--- config.mk ---
export PLATFORM = sky130hd
export DESIGN_NAME = ltc2195_rx_top
export DESIGN_NICKNAME = d
export VERILOG_FILES = /design/src/adc_rx_pkg.sv /design/src/lane_word_if.sv /design/src/ltc2195_rx_top.sv /design/src/spi_master.sv /design/src/adc_config_sequencer.sv /design/src/sample_assembler.sv /design/src/frame_aligner.sv /design/src/lane_deserializer.sv
export VERILOG_INCLUDE_DIRS = /design/src /design/src/include
export SDC_FILE = /design/constraint.sdc
export NUM_CORES = 1
export LEC_CHECK = 0
export BUFFER_PORTS_ARGS = -buffer_cell sky130_fd_sc_hd__buf_2
export CAP_MARGIN = 20
export CORE_AREA = 2 2 116 118
export DETAILED_ROUTE_END_ITERATION = 16
export DIE_AREA = 0 0 118 120
export PLACE_DENSITY = 0.84
export RECOVER_POWER = 25
export SLEW_MARGIN = 20
export SYNTH_ARGS = -nofsm -noshare
export SYNTH_HDL_FRONTEND = slang
export SYNTH_SLANG_ARGS = --single-unit
--- constraint.sdc ---
create_clock -name hz_clk -period 2.85 [get_ports hz_clk]
set_input_delay 0.57 -clock hz_clk [delete_from_list [all_inputs] [get_ports hz_clk]]
set_output_delay 0.57 -clock hz_clk [all_outputs]
set_load 0.02 [all_outputs]
--- src/include/adc_rx_defines.svh ---
`ifndef ADC_RX_DEFINES_SVH
`define ADC_RX_DEFINES_SVH

//////////////////////////////////////////////////
// Lane and sample geometry
//////////////////////////////////////////////////

`define ADC_WORD_W        8        // Bits per lane word
`define ADC_SAMPLE_W      16       // Two lanes of 8 make one sample
`define ADC_N_DATA_LANES  4        // ch0a, ch0b, ch1a, ch1b

// Training word on the frame lane
`define ADC_FRAME_PATTERN 8'h0F
`define ADC_SLIP_WAIT     3        // Words to let pass after a slip

// Board swaps the pair of ch0b, so that lane arrives inverted
`define ADC_LANE_INVERT   4'b0010

//////////////////////////////////////////////////
// SPI and configuration
//////////////////////////////////////////////////

`define SPI_CLK_DIV       4        // hz_clk cycles per sck half period
`define SPI_FRAME_W       16       // R/W bit, 7 bit address, 8 bit data

// Settle time for the ADC after reset
`define CFG_POWERUP_WAIT  255
`define CFG_SET_PREFIX    8'h31    // Upper address byte of a write command

`endif
--- src/adc_rx_pkg.sv ---
`include "adc_rx_defines.svh"

package adc_rx_pkg;

	// One deserialized lane word
	typedef logic [`ADC_WORD_W-1:0] lane_word_t;
	typedef lane_word_t [`ADC_N_DATA_LANES-1:0] lane_words_t; // All data lanes, index 0 is ch0a

	typedef logic signed [`ADC_SAMPLE_W-1:0] sample_t; // Two's complement sample

	// Bitslip control
	typedef enum logic {
		ALN_CHECK, // Compare frame word on each strobe
		ALN_SLIP   // One cycle bitslip pulse
	} aligner_state_e;

	typedef enum logic [2:0] {
		CFG_WAIT_POWERUP, // Count down after reset
		CFG_LOAD,         // Power-up script entry into SPI frame
		CFG_SEND,
		CFG_WAIT_DONE,
		CFG_IDLE,         // Accept user commands
		CFG_SET_LOAD,
		CFG_SET_SEND,
		CFG_SET_WAIT
	} cfg_state_e;

	typedef enum logic [1:0] {
		SPI_IDLE,
		SPI_SHIFT, // 16 bit periods
		SPI_END    // Last cycle with cs_n low
	} spi_state_e;

endpackage

--- src/lane_word_if.sv ---
// Words from the deserializer, shared by aligner and assembler
interface lane_word_if import adc_rx_pkg::*; ();

	lane_word_t  frame_word;  // Frame lane, compared against the pattern
	lane_words_t data_words;  // ch0a, ch0b, ch1a, ch1b
	logic        word_valid;  // One cycle strobe per word
	logic        bitslip;     // One cycle pulse, moves boundary a bit later

	//////////////////////////////////////////////////
	// Producer side
	//////////////////////////////////////////////////
	modport deserializer (
		output frame_word,
		output data_words,
		output word_valid,
		input  bitslip
	);

	// Bitslip state machine, looks only at the frame lane
	modport aligner (
		input  frame_word,
		input  word_valid,
		output bitslip
	);

	//////////////////////////////////////////////////
	// Consumer side
	//////////////////////////////////////////////////
	modport assembler (
		input  data_words,
		input  word_valid
	);

endinterface

--- src/ltc2195_rx_top.sv ---
module ltc2195_rx_top import adc_rx_pkg::*; (
	input  logic        hz_clk,
	input  logic        rst_in,
	// Serial lanes from the ADC
	input  logic        frame_lane,
	input  logic [3:0]  data_lanes,  // ch0a, ch0b, ch1a, ch1b
	// Register write commands
	input  logic        cmd_trig,
	input  logic [15:0] cmd_addr,
	input  logic [15:0] cmd_data,
	// SPI to the ADC
	output logic        spi_cs_n,
	output logic        spi_sck,
	output logic        spi_sdo,
	// Status
	output logic        cfg_done,
	output logic        frame_locked,
	// Sample outputs
	output sample_t     sample_ch0,
	output sample_t     sample_ch1,
	output logic        sample_valid
);

	logic        spi_start;
	logic [15:0] spi_frame;
	logic        spi_ready;

	lane_word_if u_words ();

	//////////////////////////////////////////////////
	// Receive chain
	//////////////////////////////////////////////////
	lane_deserializer u_lane_deserializer (
		.hz_clk(hz_clk), .rst_in(rst_in),
		.frame_lane(frame_lane), .data_lanes(data_lanes),
		.words(u_words.deserializer)
	);

	frame_aligner u_frame_aligner (
		.hz_clk(hz_clk), .rst_in(rst_in),
		.words(u_words.aligner), .frame_locked(frame_locked)
	);

	sample_assembler u_sample_assembler (
		.hz_clk(hz_clk), .rst_in(rst_in),
		.words(u_words.assembler), .frame_locked(frame_locked),
		.sample_ch0(sample_ch0), .sample_ch1(sample_ch1), .sample_valid(sample_valid)
	);

	//////////////////////////////////////////////////
	// Configuration chain
	//////////////////////////////////////////////////
	adc_config_sequencer u_adc_config_sequencer (
		.hz_clk(hz_clk), .rst_in(rst_in),
		.cmd_trig(cmd_trig), .cmd_addr(cmd_addr), .cmd_data(cmd_data),
		.spi_ready(spi_ready), .spi_start(spi_start), .spi_frame(spi_frame),
		.cfg_done(cfg_done)
	);

	spi_master u_spi_master (
		.hz_clk(hz_clk), .rst_in(rst_in),
		.spi_start(spi_start), .spi_frame(spi_frame), .spi_ready(spi_ready),
		.spi_cs_n(spi_cs_n), .spi_sck(spi_sck), .spi_sdo(spi_sdo)
	);

endmodule

--- src/spi_master.sv ---
`include "adc_rx_defines.svh"

module spi_master import adc_rx_pkg::*; (
	input  logic                    hz_clk,
	input  logic                    rst_in,
	input  logic                    spi_start,
	input  logic [`SPI_FRAME_W-1:0] spi_frame,
	output logic                    spi_ready,
	output logic                    spi_cs_n,
	output logic                    spi_sck,
	output logic                    spi_sdo
);

	localparam int DIV_W = $clog2(`SPI_CLK_DIV + 1);
	localparam int BIT_W = $clog2(`SPI_FRAME_W);

	spi_state_e              state;
	logic [DIV_W-1:0]        div_cnt;  // Cycles inside the current sck half
	logic [BIT_W-1:0]        bit_cnt;  // Bits already shifted out
	logic [`SPI_FRAME_W-1:0] shreg;
	logic                    half_end;

	assign spi_ready = (state == SPI_IDLE);
	assign half_end  = (div_cnt == DIV_W'(`SPI_CLK_DIV - 1));
	assign spi_sdo   = shreg[`SPI_FRAME_W-1] & ~spi_cs_n; // Low outside a transfer

	//////////////////////////////////////////////////
	// Shifter control
	//////////////////////////////////////////////////
	always_ff @(posedge hz_clk or posedge rst_in) begin
		if (rst_in) begin
			state    <= SPI_IDLE;
			div_cnt  <= '0;
			bit_cnt  <= '0;
			spi_cs_n <= 1'b1;
			spi_sck  <= 1'b0; // Mode 0, idle low
		end else begin
			case (state)
				SPI_IDLE: if (spi_start) begin
					state    <= SPI_SHIFT;
					spi_cs_n <= 1'b0;
					div_cnt  <= '0;
					bit_cnt  <= '0;
				end
				SPI_SHIFT: begin
					div_cnt <= half_end ? '0 : div_cnt + 1'b1;
					if (half_end) begin
						spi_sck <= ~spi_sck;
						// Falling edge, next bit or finish
						if (spi_sck) begin
							if (bit_cnt == BIT_W'(`SPI_FRAME_W - 1))
								state <= SPI_END;
							else
								bit_cnt <= bit_cnt + 1'b1;
						end
					end
				end
				SPI_END: begin
					spi_cs_n <= 1'b1;
					state    <= SPI_IDLE;
				end
				default: state <= SPI_IDLE;
			endcase
		end
	end

	// Data shifts on the falling sck edge, ADC samples on the rising one
	always_ff @(posedge hz_clk) begin
		if (state == SPI_IDLE && spi_start)
			shreg <= spi_frame;
		else if (state == SPI_SHIFT && half_end && spi_sck)
			shreg <= {shreg[`SPI_FRAME_W-2:0], 1'b0};
	end

endmodule

--- src/adc_config_sequencer.sv ---
`include "adc_rx_defines.svh"

module adc_config_sequencer import adc_rx_pkg::*; (
	input  logic                    hz_clk,
	input  logic                    rst_in,
	input  logic                    cmd_trig,
	input  logic [15:0]             cmd_addr,
	input  logic [15:0]             cmd_data,
	input  logic                    spi_ready,
	output logic                    spi_start,
	output logic [`SPI_FRAME_W-1:0] spi_frame,
	output logic                    cfg_done
);

	localparam int WAIT_W = $clog2(`CFG_POWERUP_WAIT + 1);

	cfg_state_e              state;
	logic [WAIT_W-1:0]       wait_cnt;   // Power-up countdown
	logic [1:0]              script_idx; // Entry of the power-up script
	logic                    ready_q;
	logic                    ready_rise; // SPI transfer finished
	logic [`SPI_FRAME_W-1:0] set_frame;  // User write, latched on the command

	// Power-up register writes, {write, address, data}
	function automatic logic [`SPI_FRAME_W-1:0] script_frame(input logic [1:0] idx);
		case (idx)
			2'd0:    script_frame = {1'b0, 7'h00, 8'h80}; // Software reset
			2'd1:    script_frame = {1'b0, 7'h01, 8'h20}; // Two's complement output
			default: script_frame = {1'b0, 7'h02, 8'h00}; // Two lanes per channel
		endcase
	endfunction

	assign ready_rise = spi_ready && !ready_q;

	//////////////////////////////////////////////////
	// Control state machine
	//////////////////////////////////////////////////
	always_ff @(posedge hz_clk or posedge rst_in) begin
		if (rst_in) begin
			state      <= CFG_WAIT_POWERUP;
			wait_cnt   <= WAIT_W'(`CFG_POWERUP_WAIT - 1);
			script_idx <= '0;
			ready_q    <= 1'b1;
			spi_start  <= 1'b0;
			cfg_done   <= 1'b0;
		end else begin
			ready_q   <= spi_ready;
			spi_start <= 1'b0; // Pulse only
			case (state)
				CFG_WAIT_POWERUP: begin
					if (wait_cnt == '0)
						state <= CFG_LOAD;
					else
						wait_cnt <= wait_cnt - 1'b1;
				end
				CFG_LOAD: state <= CFG_SEND;
				CFG_SEND: if (spi_ready) begin
					spi_start <= 1'b1;
					state     <= CFG_WAIT_DONE;
				end
				CFG_WAIT_DONE: if (ready_rise) begin
					if (script_idx == 2'd2) begin
						cfg_done <= 1'b1; // Stays high from here on
						state    <= CFG_IDLE;
					end else begin
						script_idx <= script_idx + 1'b1;
						state      <= CFG_LOAD;
					end
				end
				// Other prefixes are dropped
				CFG_IDLE: if (cmd_trig && cmd_addr[15:8] == `CFG_SET_PREFIX) state <= CFG_SET_LOAD;
				CFG_SET_LOAD: state <= CFG_SET_SEND;
				CFG_SET_SEND: if (spi_ready) begin
					spi_start <= 1'b1;
					state     <= CFG_SET_WAIT;
				end
				CFG_SET_WAIT: if (ready_rise) state <= CFG_IDLE;
				default: state <= CFG_IDLE;
			endcase
		end
	end

	// Frame registers, loaded in the load states only
	always_ff @(posedge hz_clk) begin
		if (state == CFG_IDLE && cmd_trig)
			set_frame <= {1'b0, cmd_addr[6:0], cmd_data[7:0]};
		if (state == CFG_LOAD)
			spi_frame <= script_frame(script_idx);
		else if (state == CFG_SET_LOAD)
			spi_frame <= set_frame;
	end

endmodule

--- src/sample_assembler.sv ---
`include "adc_rx_defines.svh"

module sample_assembler import adc_rx_pkg::*; (
	input  logic            hz_clk,
	input  logic            rst_in,
	lane_word_if.assembler  words,
	input  logic            frame_locked,
	output sample_t         sample_ch0,
	output sample_t         sample_ch1,
	output logic            sample_valid
);

	localparam logic [`ADC_N_DATA_LANES-1:0] INV_MASK = `ADC_LANE_INVERT;

	lane_words_t fixed;    // Lane words after polarity correction
	logic        capture;

	// Two-lane mode, lane a carries the odd sample bits and lane b the even ones
	function automatic sample_t interleave(input lane_word_t lane_a, input lane_word_t lane_b);
		sample_t s;
		for (int k = 0; k < `ADC_WORD_W; k++) begin
			s[2*k+1] = lane_a[k];
			s[2*k]   = lane_b[k];
		end
		return s;
	endfunction

	//////////////////////////////////////////////////
	// Polarity correction
	//////////////////////////////////////////////////
	always_comb begin
		for (int i = 0; i < `ADC_N_DATA_LANES; i++) begin
			fixed[i] = words.data_words[i] ^ {`ADC_WORD_W{INV_MASK[i]}}; // Swapped pairs
		end
	end

	assign capture = words.word_valid && frame_locked; // Only aligned words make samples

	// Samples held between strobes
	always_ff @(posedge hz_clk) begin
		if (capture) begin
			sample_ch0 <= interleave(fixed[0], fixed[1]);
			sample_ch1 <= interleave(fixed[2], fixed[3]);
		end
	end

	always_ff @(posedge hz_clk or posedge rst_in) begin
		if (rst_in)
			sample_valid <= 1'b0;
		else
			sample_valid <= capture; // One cycle after the word strobe
	end

endmodule

--- src/frame_aligner.sv ---
`include "adc_rx_defines.svh"

module frame_aligner import adc_rx_pkg::*; (
	input  logic          hz_clk,
	input  logic          rst_in,
	lane_word_if.aligner  words,
	output logic          frame_locked
);

	localparam int GUARD_W = $clog2(`ADC_SLIP_WAIT + 1);

	aligner_state_e     state;
	logic [GUARD_W-1:0] guard_cnt;   // Words seen since the last slip, saturates
	logic               pattern_ok;
	logic               slip_ok;

	assign pattern_ok = (words.frame_word == lane_word_t'(`ADC_FRAME_PATTERN));
	assign slip_ok    = (guard_cnt >= GUARD_W'(`ADC_SLIP_WAIT)); // Previous slip has settled

	assign words.bitslip = (state == ALN_SLIP); // Decoded from state, never on a strobe cycle

	//////////////////////////////////////////////////
	// CHECK/SLIP state machine
	//////////////////////////////////////////////////
	always_ff @(posedge hz_clk or posedge rst_in) begin
		if (rst_in) begin
			state        <= ALN_CHECK;
			guard_cnt    <= GUARD_W'(`ADC_SLIP_WAIT); // First mismatch may slip at once
			frame_locked <= 1'b0;
		end else begin
			case (state)
				ALN_CHECK: if (words.word_valid) begin
					frame_locked <= pattern_ok; // Lock follows each compare
					if (!pattern_ok && slip_ok)
						state <= ALN_SLIP;
					else if (!slip_ok)
						guard_cnt <= guard_cnt + 1'b1;
				end
				ALN_SLIP: begin
					state     <= ALN_CHECK;
					guard_cnt <= '0; // Restart the settle window
				end
				default: state <= ALN_CHECK;
			endcase
		end
	end

endmodule

--- src/lane_deserializer.sv ---
`include "adc_rx_defines.svh"

module lane_deserializer import adc_rx_pkg::*; (
	input  logic                         hz_clk,
	input  logic                         rst_in,
	input  logic                         frame_lane,
	input  logic [`ADC_N_DATA_LANES-1:0] data_lanes,
	lane_word_if.deserializer            words
);

	localparam int CNT_W = $clog2(`ADC_WORD_W);

	lane_word_t       frame_sh;  // Frame lane shift register
	lane_words_t      data_sh;   // One shift register per data lane
	logic [CNT_W-1:0] bit_cnt;   // Position inside the current word
	logic             word_end;

	// Last bit of the word arrives this cycle, unless a slip holds the count
	assign word_end = (bit_cnt == CNT_W'(`ADC_WORD_W - 1)) && !words.bitslip;

	//////////////////////////////////////////////////
	// Serial in, MSB first
	//////////////////////////////////////////////////
	always_ff @(posedge hz_clk) begin
		frame_sh <= {frame_sh[`ADC_WORD_W-2:0], frame_lane};
		for (int i = 0; i < `ADC_N_DATA_LANES; i++) begin
			data_sh[i] <= {data_sh[i][`ADC_WORD_W-2:0], data_lanes[i]};
		end
	end

	// Parallel word registers, stable until the next strobe
	always_ff @(posedge hz_clk) begin
		if (word_end) begin
			words.frame_word <= {frame_sh[`ADC_WORD_W-2:0], frame_lane}; // Include current bit
			for (int i = 0; i < `ADC_N_DATA_LANES; i++) begin
				words.data_words[i] <= {data_sh[i][`ADC_WORD_W-2:0], data_lanes[i]};
			end
		end
	end

	//////////////////////////////////////////////////
	// Bit counter and word strobe
	//////////////////////////////////////////////////
	always_ff @(posedge hz_clk or posedge rst_in) begin
		if (rst_in) begin
			bit_cnt          <= '0;
			words.word_valid <= 1'b0;
		end else begin
			words.word_valid <= word_end;
			if (word_end)
				bit_cnt <= '0;
			else if (!words.bitslip)
				bit_cnt <= bit_cnt + 1'b1; // Held one cycle on bitslip, word becomes 9 bits long
		end
	end

endmodule

==> results.yml, run 1 <==
grt:
  gr-total-overflow: 0
  grt_pass1_vias: 3327
  grt_start_max_net_pins: 42
  gr-usage-met3: 0.0471
  grtUsageMet1: 0.163
  grt_pass1_wl_mm: 16.1
  grt_antenna_before_repair: 0
  grt_use_total: 0.149
  use_met2: 0.258
  top_usage_layer: "met2"
power_and_ir_drop:
  leakage_nw: 2.89
  powerDensity_mw_per_mm2: 716
  peakVddDrop_mv: 0.439
worst_hold_path:
  hold_class: "input pin to asynchronous set/reset pin"
yosys:
  synth_async_sr_flop_share: 0.190
  synth_flop_cell: "edfxtp_1"
  ys_top_cells_by_area: "edfxtp_1 (55%), dfxtp_1 (11%), dfrtp_1 (9.7%), dfstp_2 (4.5%), mux2_2 (3.0%)"
  netlist_area_mm2: 0.00645
  synth_edf_count: 118
  synth-seq-cells: 189
  synth_top_area_frac: 0.549
  synth_cell_types: 47
  avgSynthCellArea_um2: 17.5
  yosys_warnings: 0
  syn_nets: 424
  yosysTopAreaCell: "edfxtp_1"
  netlist_instances: 369
  ys_seq_area_frac: 0.800
routing:
  firstDrtPassIters: 4
  vias_per_cell: 4.96
  final_antenna_net_count: 0
  drt_iter0_markers: 192
  vias: 3185
  wirelength_mm: 9.72
  drc: 0
  wl_per_cell_um: 15.1
placed_design:
  port-buffer-count: 68
  dpl-instance-area_mm2: 0.00702
  gp_congestion: 0.772
  dp_hpwl_mm: 6.40
timing:
  worst_slew_pin_slew_ps: 737
  setup_tns_ps: 0
  finalHoldViolations: 0
  fin_skew_ps: 7.85
  max-slew-margin-rel: 0.509
  finalSetupViolCount: 0
  max_freq_mhz: 458
  period_minus_slack_ps: 2180
  post-route-period-util: 0.766
  slew_violations: 0
  rsz0062_at_grt: "no"
layout:
  syn_to_final_growth_pct: 18.3
  final_nets: 508
  n_antenna_cell: 0
  drive_above_1_share: 0.290
  design_area_mm2: 0.00763
worst_setup_path:
  crit_required_ps: 3030
  crit_arrival_ps: 2370
  worstPathCellList: "nor2_1 -> and2_1 -> mux2_2"
  crit_fanout: 16
  critPathCaptureType: "flop"
  reg2reg_to: "u_spi_master.shreg[5]"
  critPathLaunchType: "flop"
  critical-path-top-delay-family: "simple AND/OR/NAND/NOR gates"
  reg2reg_setup_slack_ps: 670
  timing.rr.start: "u_spi_master.state[0]"
  crit_type: "flop to flop"
  cp_num_buf_inv: 0
  critPathMaxStageDelay_ps: 660
  reg2reg_depth: 3
  slowest_stage: "and2_1"
clocking:
  cts_root_buf: "clkbuf_16"
  cts.clk_slew.worst_paths_ps: 70
  clock_sinks: 189
  clock_path_buffers: 2
  htreeDepth: 4
  ctsHoldBuffers: 0
  postCtsSetupBuffers: 0
  cts_resized: 0
  clock_latency_ps: 430
  numCtsBuffers: 17
  tritoncts: "built"
floorplanning:
  rows: 42
  io_pins: 78
  die_h_um: 120
  start_util: 0.497
  die_w_um: 118
  dieArea_mm2: 0.0142
  core_mm2: 0.0130
job:
  maxCapViolCount: 0
run_status:
  outcome: "finished clean"
==> worst max path at each step <==
stage               cells after the start  slack, ps                                 endpoint                      startpoint
floorplan                               3        670  u_lane_deserializer.words.data_words[0]  u_lane_deserializer.bit_cnt[0]
global placement                        3        770                   u_spi_master.shreg[13]           u_spi_master.state[0]
detailed placement                      3        680                    u_spi_master.shreg[5]           u_spi_master.state[0]
CTS                                     3        680                    u_spi_master.shreg[5]           u_spi_master.state[0]
global route                            3        490                    u_spi_master.shreg[6]           u_spi_master.state[0]
finish                                  3        670                    u_spi_master.shreg[5]           u_spi_master.state[0]
==> cells in the final DEF (no fill, tap or decap), drive strengths merged, types with 2 or more instances in the layout <==
cell type  count
edfxtp       118
buf           70
dfxtp         35
inv           26
dfrtp         25
mux2          20
clkbuf        19
nand2         17
and2          15
ha            15
dfstp         11
nor2           9
a21oi          8
xnor2          8
o21ai          7
clkinv         7
nand2b         6
and3           5
nor2b          5
nand4b         4
nand3          3
nor4           3
or3            2
a311oi         2
nand3b         2
a21o           2
clkinvlp       2
==> metrics by stage <==
step	util	cells	power [W]	hold WS, ps	setup WS, ps
after global placement	0.541	610	0.00319	328	766
after floorplan	-	369	0.00316	327	669
after detailed placement	0.541	610	0.00321	337	678
after global routing	0.588	642	0.00564	230	490
after CTS	0.588	642	0.00551	232	676
final	0.588	642	0.00546	241	667
==> worst min-delay path: stages <==
cell and delay [ps]:
buf_2 100, inv_1 50, buf_4 390
==> logic make-up after synthesis <==
group	count (synthesis)	share of synthesized area
AO/OA/AOI/OAI	29	0.0345
XOR/XNOR	9	0.0122
adder cells (fa/ha/maj)	15	0.0291
buffers and inverters	27	0.0163
flip-flops	189	0.800
multiplexers	21	0.0365
AND/OR/NAND/NOR	79	0.0718
==> synth_stat cells (2+ instances only) <==
master / count
nor2_1: 9
mux2_2: 17
nand3_1: 3
nand4b_1: 4
dfxtp_1: 35
buf_2: 3
xnor2_1: 8
and3_1: 5
inv_1: 20
or3_1: 2
clkbuf_1: 4
o21ai_0: 7
nand2_1: 17
dfstp_2: 11
ha_1: 15
nor2b_1: 5
nand3b_1: 2
mux2_1: 3
a21o_1: 2
a21oi_1: 8
and2_1: 15
nand2b_1: 6
a311oi_4: 2
dfrtp_1: 25
edfxtp_1: 118
nor4_1: 2
==> flip-flops by register name, indices dropped and copies added (netlist names), 2 cells and up <==
signal and flops:
u_spi_master.shreg 16, u_lane_deserializer.words.frame_word 8, u_adc_config_sequencer.script_idx 2, u_sample_assembler.sample_ch1 16, u_adc_config_sequencer.state 3, u_adc_config_sequencer.spi_frame 15, u_adc_config_sequencer.wait_cnt 8, u_lane_deserializer.bit_cnt 3
u_sample_assembler.sample_ch0 16, u_lane_deserializer.frame_sh 7, u_lane_deserializer.data_sh 28, u_lane_deserializer.words.data_words 32, u_adc_config_sequencer.set_frame 15, u_spi_master.bit_cnt 4, u_spi_master.div_cnt 3, u_spi_master.state 2
u_frame_aligner.guard_cnt 2
==> where the power goes <==
part	switching, W	internal (W)
sequential	0.0000411	0.00304
clock	0.00112	0.00119
combinational	0.0000385	0.0000345
==> metal layers <==
metal,vias to the layer above,share of wire
met4,0,0.022
met5,-,0
met2,71,0.54
li1,1505,-
met3,20,0.039
met1,1589,0.40
==> final cells by class <==
type                    count  area, µm²
repair buffers             72        368
flip-flops and latches    189       5160
fillers                   943       5350
clock buffers              17        425
clock inverters            15        186
inverters                  20       75.1
well taps                 176        220
multi-input cells         153       1190
(Power assumes the default switching activity.)
==> inputs of run 2 (changes only) <==
--- a/config.mk
+++ b/config.mk
@@ -6,12 +6,13 @@
 export SDC_FILE = /design/constraint.sdc
 export NUM_CORES = 1
 export LEC_CHECK = 0
+export ABC_AREA = 1
 export BUFFER_PORTS_ARGS = -buffer_cell sky130_fd_sc_hd__buf_2
 export CAP_MARGIN = 20
-export CORE_AREA = 2 2 116 118
+export CORE_AREA = 2 2 111 113
 export DETAILED_ROUTE_END_ITERATION = 16
-export DIE_AREA = 0 0 118 120
-export PLACE_DENSITY = 0.84
+export DIE_AREA = 0 0 113 115
+export PLACE_DENSITY = 0.88
 export RECOVER_POWER = 25
 export SLEW_MARGIN = 20
 export SYNTH_ARGS = -nofsm -noshare
==> constraint.sdc (replaced) <==
create_clock -name hz_clk -period 2.14 [get_ports hz_clk]
set_input_delay 0.428 -clock hz_clk [delete_from_list [all_inputs] [get_ports hz_clk]]
set_output_delay 0.428 -clock hz_clk [all_outputs]
set_load 0.02 [all_outputs]
==> run 2 against run 1 <==
  * The flow now finishes with violations (design-rule violations)
  * Critical endpoint is now u_spi_master.bit_cnt[2]
  * Non-clock buffer count up 2
  * Largest power group unchanged
  * Clock power up 33%
  * Sequential power increased by 36%
  * Critical path type unchanged
  * Synthesized cell count grew 31%
==> results.yml, run 2 <==
floorplanning:
  io_pins: 78
  core_mm2: 0.0118
  rows: 40
  start_util: 0.559
  die_w_um: 113
  dieArea_mm2: 0.0130
  die_h_um: 115
yosys:
  syn_nets: 537
  synth_top_area_frac: 0.537
  netlist_instances: 482
  synth-seq-cells: 189
  synth_edf_count: 118
  ys_top_cells_by_area: "edfxtp_1 (54%), dfxtp_1 (11%), dfrtp_1 (9.5%), nand2_1 (6.3%), dfstp_2 (4.4%)"
  synth_cell_types: 34
  synth_flop_cell: "edfxtp_1"
  synth_async_sr_flop_share: 0.190
  yosys_warnings: 0
  avgSynthCellArea_um2: 13.7
  synth_commonest_cells: "edfxtp_1 (118), nand2_1 (110), inv_1 (59)"
  netlist_area_mm2: 0.00660
  ys_seq_area_frac: 0.782
  yosysMostFrequentCell: "edfxtp_1"
  yosysTopAreaCell: "edfxtp_1"
worst_setup_path:
  critPathCaptureType: "flop"
  critPathMaxStageDelay_ps: 440
  crit_required_ps: 2500
  crit_fanout: 19
  critical-path-top-delay-family: "simple AND/OR/NAND/NOR gates"
  critPathLaunchType: "flop"
  slowest_stage: "dfrtp_1"
  crit_type: "flop to flop"
  worstPathCellList: "nor2_4 -> inv_2 -> nor2_8 -> inv_4 -> nand2_4 -> nand2_4 -> clkinv_2 -> nand3_2 -> nand2_1"
  path_common_cell: "nand2_4"
  crit_arrival_ps: 2130
  cp_num_buf_inv: 3
placed_design:
  gp_congestion: 0.722
  dp_hpwl_mm: 6.85
  port-buffer-count: 68
  place_ws_ps: 448
clocking:
  ctsHoldBuffers: 0
  tritoncts: "built"
  cts.clk_slew.worst_paths_ps: 70
  cts_root_buf: "clkbuf_16"
  postCtsSetupBuffers: 0
  clock_path_buffers: 2
  cts_resized: 0
  numCtsBuffers: 17
  htreeDepth: 4
  clock_sinks: 189
  clock_latency_ps: 430
layout:
  drive_above_1_share: 0.219
  top_regs: "u_lane_deserializer.words.data_words x32, u_lane_deserializer.data_sh x28"
  final_nets: 626
  largest-register: "u_lane_deserializer.words.data_words"
  syn_to_final_growth_pct: 17.3
  largest_reg_flops: 32
  layout_commonest_cell: "edfxtp_1"
  n_antenna_cell: 0
  fill_cells: 762
  layout_common_cells: "edfxtp_1 (118), nand2_1 (110), buf_2 (65)"
routing:
  vias_per_cell: 5.04
  wl_per_cell_um: 15.1
  drt_iter0_markers: 259
  drc: 5
  wirelength_mm: 11.1
  vias: 3683
  final_antenna_net_count: 0
  firstDrtPassIters: 10
grt:
  grt_start_max_net_pins: 37
  grt_pass1_vias: 3759
  grt_antenna_before_repair: 0
  gr-total-overflow: 0
  grt_pass1_wl_mm: 17.8
  grt_use_total: 0.181
power_and_ir_drop:
  clkPwrFrac: 0.412
  p_sw_frac: 0.229
  switching_power_w: 0.00171
  powerDensity_mw_per_mm2: 967
  leakage_nw: 3.31
  p_int_w: 0.00577
  peakVddDrop_mv: 0.531
  p_comb_frac: 0.027
  p_seq_frac: 0.561
timing:
  rsz0062_at_grt: "no"
  max-slew-margin-rel: 0.400
  finalSetupViolCount: 0
  fin_skew_ps: 9.59
  setup_tns_ps: 0
  period_minus_slack_ps: 1760
  finalHoldViolations: 0
  post-route-period-util: 0.825
  slew_violations: 0
  worst_slack_ps: 375
  worst_slew_pin_slew_ps: 900
  max_freq_mhz: 567
run_status:
  outcome: "complete, but fails checks"
  failed_checks: "design-rule violations"
job:
  maxCapViolCount: 0
worst_hold_path:
  hold_class: "input pin to flop"
## run 2: layout make-up
| cell class | instances | area, µm² | share of cell area |
|---|---|---|---|
| clock inverter | 15 | 169 | 0.0218 |
| inverter | 63 | 240 | 0.0310 |
| clock buffer | 17 | 425 | 0.0550 |
| tap | 147 | 184 | 0.0238 |
| sequential | 189 | 5160 | 0.667 |
| timing repair buffer | 74 | 379 | 0.0490 |
| multi-input combinational | 226 | 1180 | 0.153 |
## run 2: final timing paths
check | start | endpoint | slack (ps) | cells past startpoint
worst min register to register | u_lane_deserializer.data_sh[1] | u_lane_deserializer.data_sh[2] | 350 | 0
min in group asynchronous | rst_in | u_spi_master.bit_cnt[2] | 280 | 3
max in group asynchronous | rst_in | u_adc_config_sequencer.script_idx[1] | 1290 | 3
worst max-delay path | u_spi_master.state[0] | u_spi_master.bit_cnt[2] | 380 | 9
worst max register to register | u_spi_master.state[0] | u_spi_master.bit_cnt[2] | 380 | 9
worst min-delay path | data_lanes[3] | u_lane_deserializer.data_sh[24] | 110 | 1
## run 2: routing by layer
layer,global-route usage,share of wire,up-vias
met5,0,0,-
met4,0.0894,0.013,0
met3,0.0438,0.038,13
met2,0.323,0.55,90
met1,0.207,0.40,1807
li1,-,-,1773
## run 2: power by group through the flow
| stage | logic (W) | registers, W | clock network [W] |
|---|---|---|---|
| global route | 0.000225 | 0.00422 | 0.00324 |
| finish | 0.000200 | 0.00420 | 0.00308 |
| global placement | 0.000183 | 0.00425 | 0 |
| detailed placement | 0.000198 | 0.00428 | 0 |
| floorplan | 0.000115 | 0.00425 | 0 |
| CTS | 0.000204 | 0.00420 | 0.00311 |
## run 2: stage by stage
step	instance area [µm²]	power (W)	utilization	cells	hold slack, ps
finish	7740	0.00748	0.655	731	109
global route	7740	0.00769	0.655	731	93.4
CTS	7740	0.00752	0.656	731	96.0
detailed placement	7150	0.00448	0.605	699	336
global placement	7150	0.00444	0.605	699	330
floorplan	6610	0.00437	-	482	327
## run 2: worst reg2reg max path: stages, from the launching register on
cell,delay (ps)
dfrtp_1,440
nor2_4,190
inv_2,90
nor2_8,230
inv_4,150
nand2_4,250
nand2_4,120
clkinv_2,100
nand3_2,60
nand2_1,70
## run 2: logic make-up after synthesis
family | synth area share
AO/OA/AOI/OAI | 0.0214
XOR/XNOR | 0.0119
adder cells (fa/ha/maj) | 0.0284
buffers and inverters | 0.0402
flip-flops | 0.782
AND/OR/NAND/NOR | 0.116
==> inputs of run 3 (changes only) <==
--- a/config.mk
+++ b/config.mk
@@ -6,13 +6,13 @@
 export SDC_FILE = /design/constraint.sdc
 export NUM_CORES = 1
 export LEC_CHECK = 0
-export ABC_AREA = 1
+export ABC_AREA = 0
 export BUFFER_PORTS_ARGS = -buffer_cell sky130_fd_sc_hd__buf_2
 export CAP_MARGIN = 20
-export CORE_AREA = 2 2 111 113
+export CORE_AREA = 2 2 116 118
 export DETAILED_ROUTE_END_ITERATION = 16
-export DIE_AREA = 0 0 113 115
-export PLACE_DENSITY = 0.88
+export DIE_AREA = 0 0 118 120
+export PLACE_DENSITY = 0.84
 export RECOVER_POWER = 25
 export SLEW_MARGIN = 20
 export SYNTH_ARGS = -nofsm -noshare
==> constraint.sdc (replaced) <==
create_clock -name hz_clk -period 1.6 [get_ports hz_clk]
set_input_delay 0.32 -clock hz_clk [delete_from_list [all_inputs] [get_ports hz_clk]]
set_output_delay 0.32 -clock hz_clk [all_outputs]
set_load 0.02 [all_outputs]
==> run 3 against run 2 <==
  * The run ends with negative setup slack left
  * Sequential share of layout area decreased by 5.0 points
  * Critical endpoint is now u_adc_config_sequencer.wait_cnt[5]
  * Sequential cell count is the same
  * Clock skew decreased by 2.3 ps
  * Via count shrank 7.9%
  * Largest cell class unchanged
  * Maximum frequency is 2.3% higher
  * Critical path depth fell by 1
  * First-iteration DRC count shrank 12%
  * Combinational power is 30% lower
  * Highest routed layer unchanged
  * Non-clock buffer count grew 46
  * Cell count decreased by 5.6%
  * Die area rose by 9.0%
==> results.yml, run 3 (same netlist as run 1, synthesis figures left out) <==
placed_design:
  dp_hpwl_mm: 6.78
  gp_congestion: 0.786
  port-buffer-count: 68
  dpl-instance-area_mm2: 0.00733
layout:
  largest_reg_flops: 32
  final_nets: 556
  layout_common_cells: "edfxtp_1 (118), buf_2 (67), buf_4 (36)"
  design_area_mm2: 0.00837
  layout_commonest_cell: "edfxtp_1"
  largest-register: "u_lane_deserializer.words.data_words"
  n_antenna_cell: 0
  final_core_util: 0.645
  drive_above_1_share: 0.420
  top_regs: "u_lane_deserializer.words.data_words x32, u_lane_deserializer.data_sh x28"
  syn_to_final_growth_pct: 29.8
floorplanning:
  io_pins: 78
  start_util: 0.497
  core_mm2: 0.0130
  dieArea_mm2: 0.0142
  die_w_um: 118
  die_h_um: 120
  rows: 42
clocking:
  numCtsBuffers: 17
  cts.clk_slew.worst_paths_ps: 70
  clock_sinks: 189
  tritoncts: "built"
  cts_root_buf: "clkbuf_16"
  htreeDepth: 4
  clock_latency_ps: 430
  clock_path_buffers: 2
worst_setup_path:
  critPathLaunchType: "flop"
  cp_num_buf_inv: 4
  crit_arrival_ps: 2070
  critical-path-top-delay-family: "buffers and inverters"
  worstPathCellList: "buf_6 -> inv_4 -> ha_4 -> inv_2 -> a311oi_4 -> buf_6 -> nand4b_1 -> xnor2_1"
  crit_type: "flop to flop"
  critPathCaptureType: "flop"
  crit_fanout: 7
  crit_required_ps: 1950
  critPathMaxStageDelay_ps: 410
  path_common_cell: "buf_6"
  slowest_stage: "dfrtp_1"
routing:
  drt_iter0_markers: 227
  vias_per_cell: 4.92
  wirelength_mm: 11.2
  drc: 0
  wl_per_cell_um: 16.2
  firstDrtPassIters: 4
  final_antenna_net_count: 0
  vias: 3393
timing:
  period_minus_slack_ps: 1720
  fin_skew_ps: 7.28
  worst_slack_ps: -125
  rsz0062_at_grt: "yes"
  post-route-period-util: 1.08
  finalHoldViolations: 0
  max_freq_mhz: 580
  max-slew-margin-rel: 0.693
  slew_violations: 0
  worst_slew_pin_slew_ps: 460
  finalSetupViolCount: 12
  hold_ws_ps: 66.5
grt:
  gr-total-overflow: 0
  top_usage_layer: "met2"
  grt_pass1_wl_mm: 17.1
  grt_antenna_before_repair: 0
  grt_use_total: 0.162
  grt_pass1_vias: 3568
  grt_start_max_net_pins: 37
  gr-usage-met3: 0.0585
  use_met2: 0.285
  grtUsageMet1: 0.171
worst_hold_path:
  hold_class: "input pin to flop"
power_and_ir_drop:
  leakage_nw: 3.22
  powerDensity_mw_per_mm2: 1170
  peakVddDrop_mv: 1.06
run_status:
  failed_checks: "negative setup slack"
  outcome: "complete, but fails checks"
job:
  maxCapViolCount: 0
==> run 3: cell types whose count changed in the layout (fill, tap and decap cells not counted), moves of 8 or more <==
| cell | change |
|---|---|
| buf_4 | +31 |
| ha_1 | -9 |
| mux2_4 | +12 |
| mux2_2 | +8 |
| nand3_1 | -11 |
| inv_1 | -42 |
| and2_1 | +13 |
| nor2_1 | -33 |
| nand2_1 | -94 |
==> run 3: timing repair <==
| item | CTS | global route |
|---|---|---|
| pin swaps | 9 | 12 |
| gates cloned | 0 | 1 |
| setup buffers | 7 | 8 |
| hold buffers | 6 | 0 |
| resized for setup | 20 | 31 |
| setup endpoints to repair | 41 | 52 |
| hold endpoints to repair | 30 | 0 |
==> run 3: final timing paths <==
kind / cells after the start / start / slack (ps) / end
max in group asynchronous: 4 / rst_in / 710 / u_adc_config_sequencer.wait_cnt[4]
max: 8 / u_adc_config_sequencer.state[1] / -120 / u_adc_config_sequencer.wait_cnt[5]
min in group asynchronous: 4 / rst_in / 540 / u_spi_master.div_cnt[2]
min: 1 / cmd_addr[1] / 70 / u_adc_config_sequencer.set_frame[9]
max reg2reg: 8 / u_adc_config_sequencer.state[1] / -120 / u_adc_config_sequencer.wait_cnt[5]
min reg2reg: 0 / u_lane_deserializer.data_sh[1] / 350 / u_lane_deserializer.data_sh[2]
==> run 3: worst reg2reg max path: stages (launching register included) <==
cell and delay, ps:
dfrtp_1 410, buf_6 150, inv_4 60, ha_4 130
inv_2 40, a311oi_4 300, buf_6 210, nand4b_1 140
xnor2_1 210
==> run 3: area by class of cell <==
class                           instances  area, µm²
Timing Repair Buffer                  120        848
Tap cell                              176        220
Sequential cell                       189       5160
Fill cell                             910       4610
Inverter                               20       77.6
Clock buffer                           18        429
Clock inverter                         14        159
Multi-Input combinational cell        153       1480
==> run 3: routing by layer <==
layer | share of wire | vias up | wire length (µm)
met2 | 0.55 | 74 | 6130
li1 | - | 1604 | -
met3 | 0.055 | 19 | 612
met1 | 0.37 | 1696 | 4180
met5 | 0 | - | 0
met4 | 0.022 | 0 | 243
==> run 3: through the flow <==
stage | setup slack, ps | TNS (ps) | instances | total power (W)
final | -125 | -787 | 690 | 0.00977
after CTS | -116 | -573 | 681 | 0.00987
after global placement | -164 | -1070 | 636 | 0.00568
after detailed placement | -220 | -2440 | 636 | 0.00571
after global routing | -228 | -1850 | 690 | 0.0101
after floorplan | -122 | -5180 | 369 | 0.00562
==> run 3: where the power goes <==
part           total (W)  switching, W  internal [W]
Sequential       0.00548     0.0000695       0.00541
Combinational   0.000140     0.0000688     0.0000712
Clock            0.00415       0.00181       0.00234
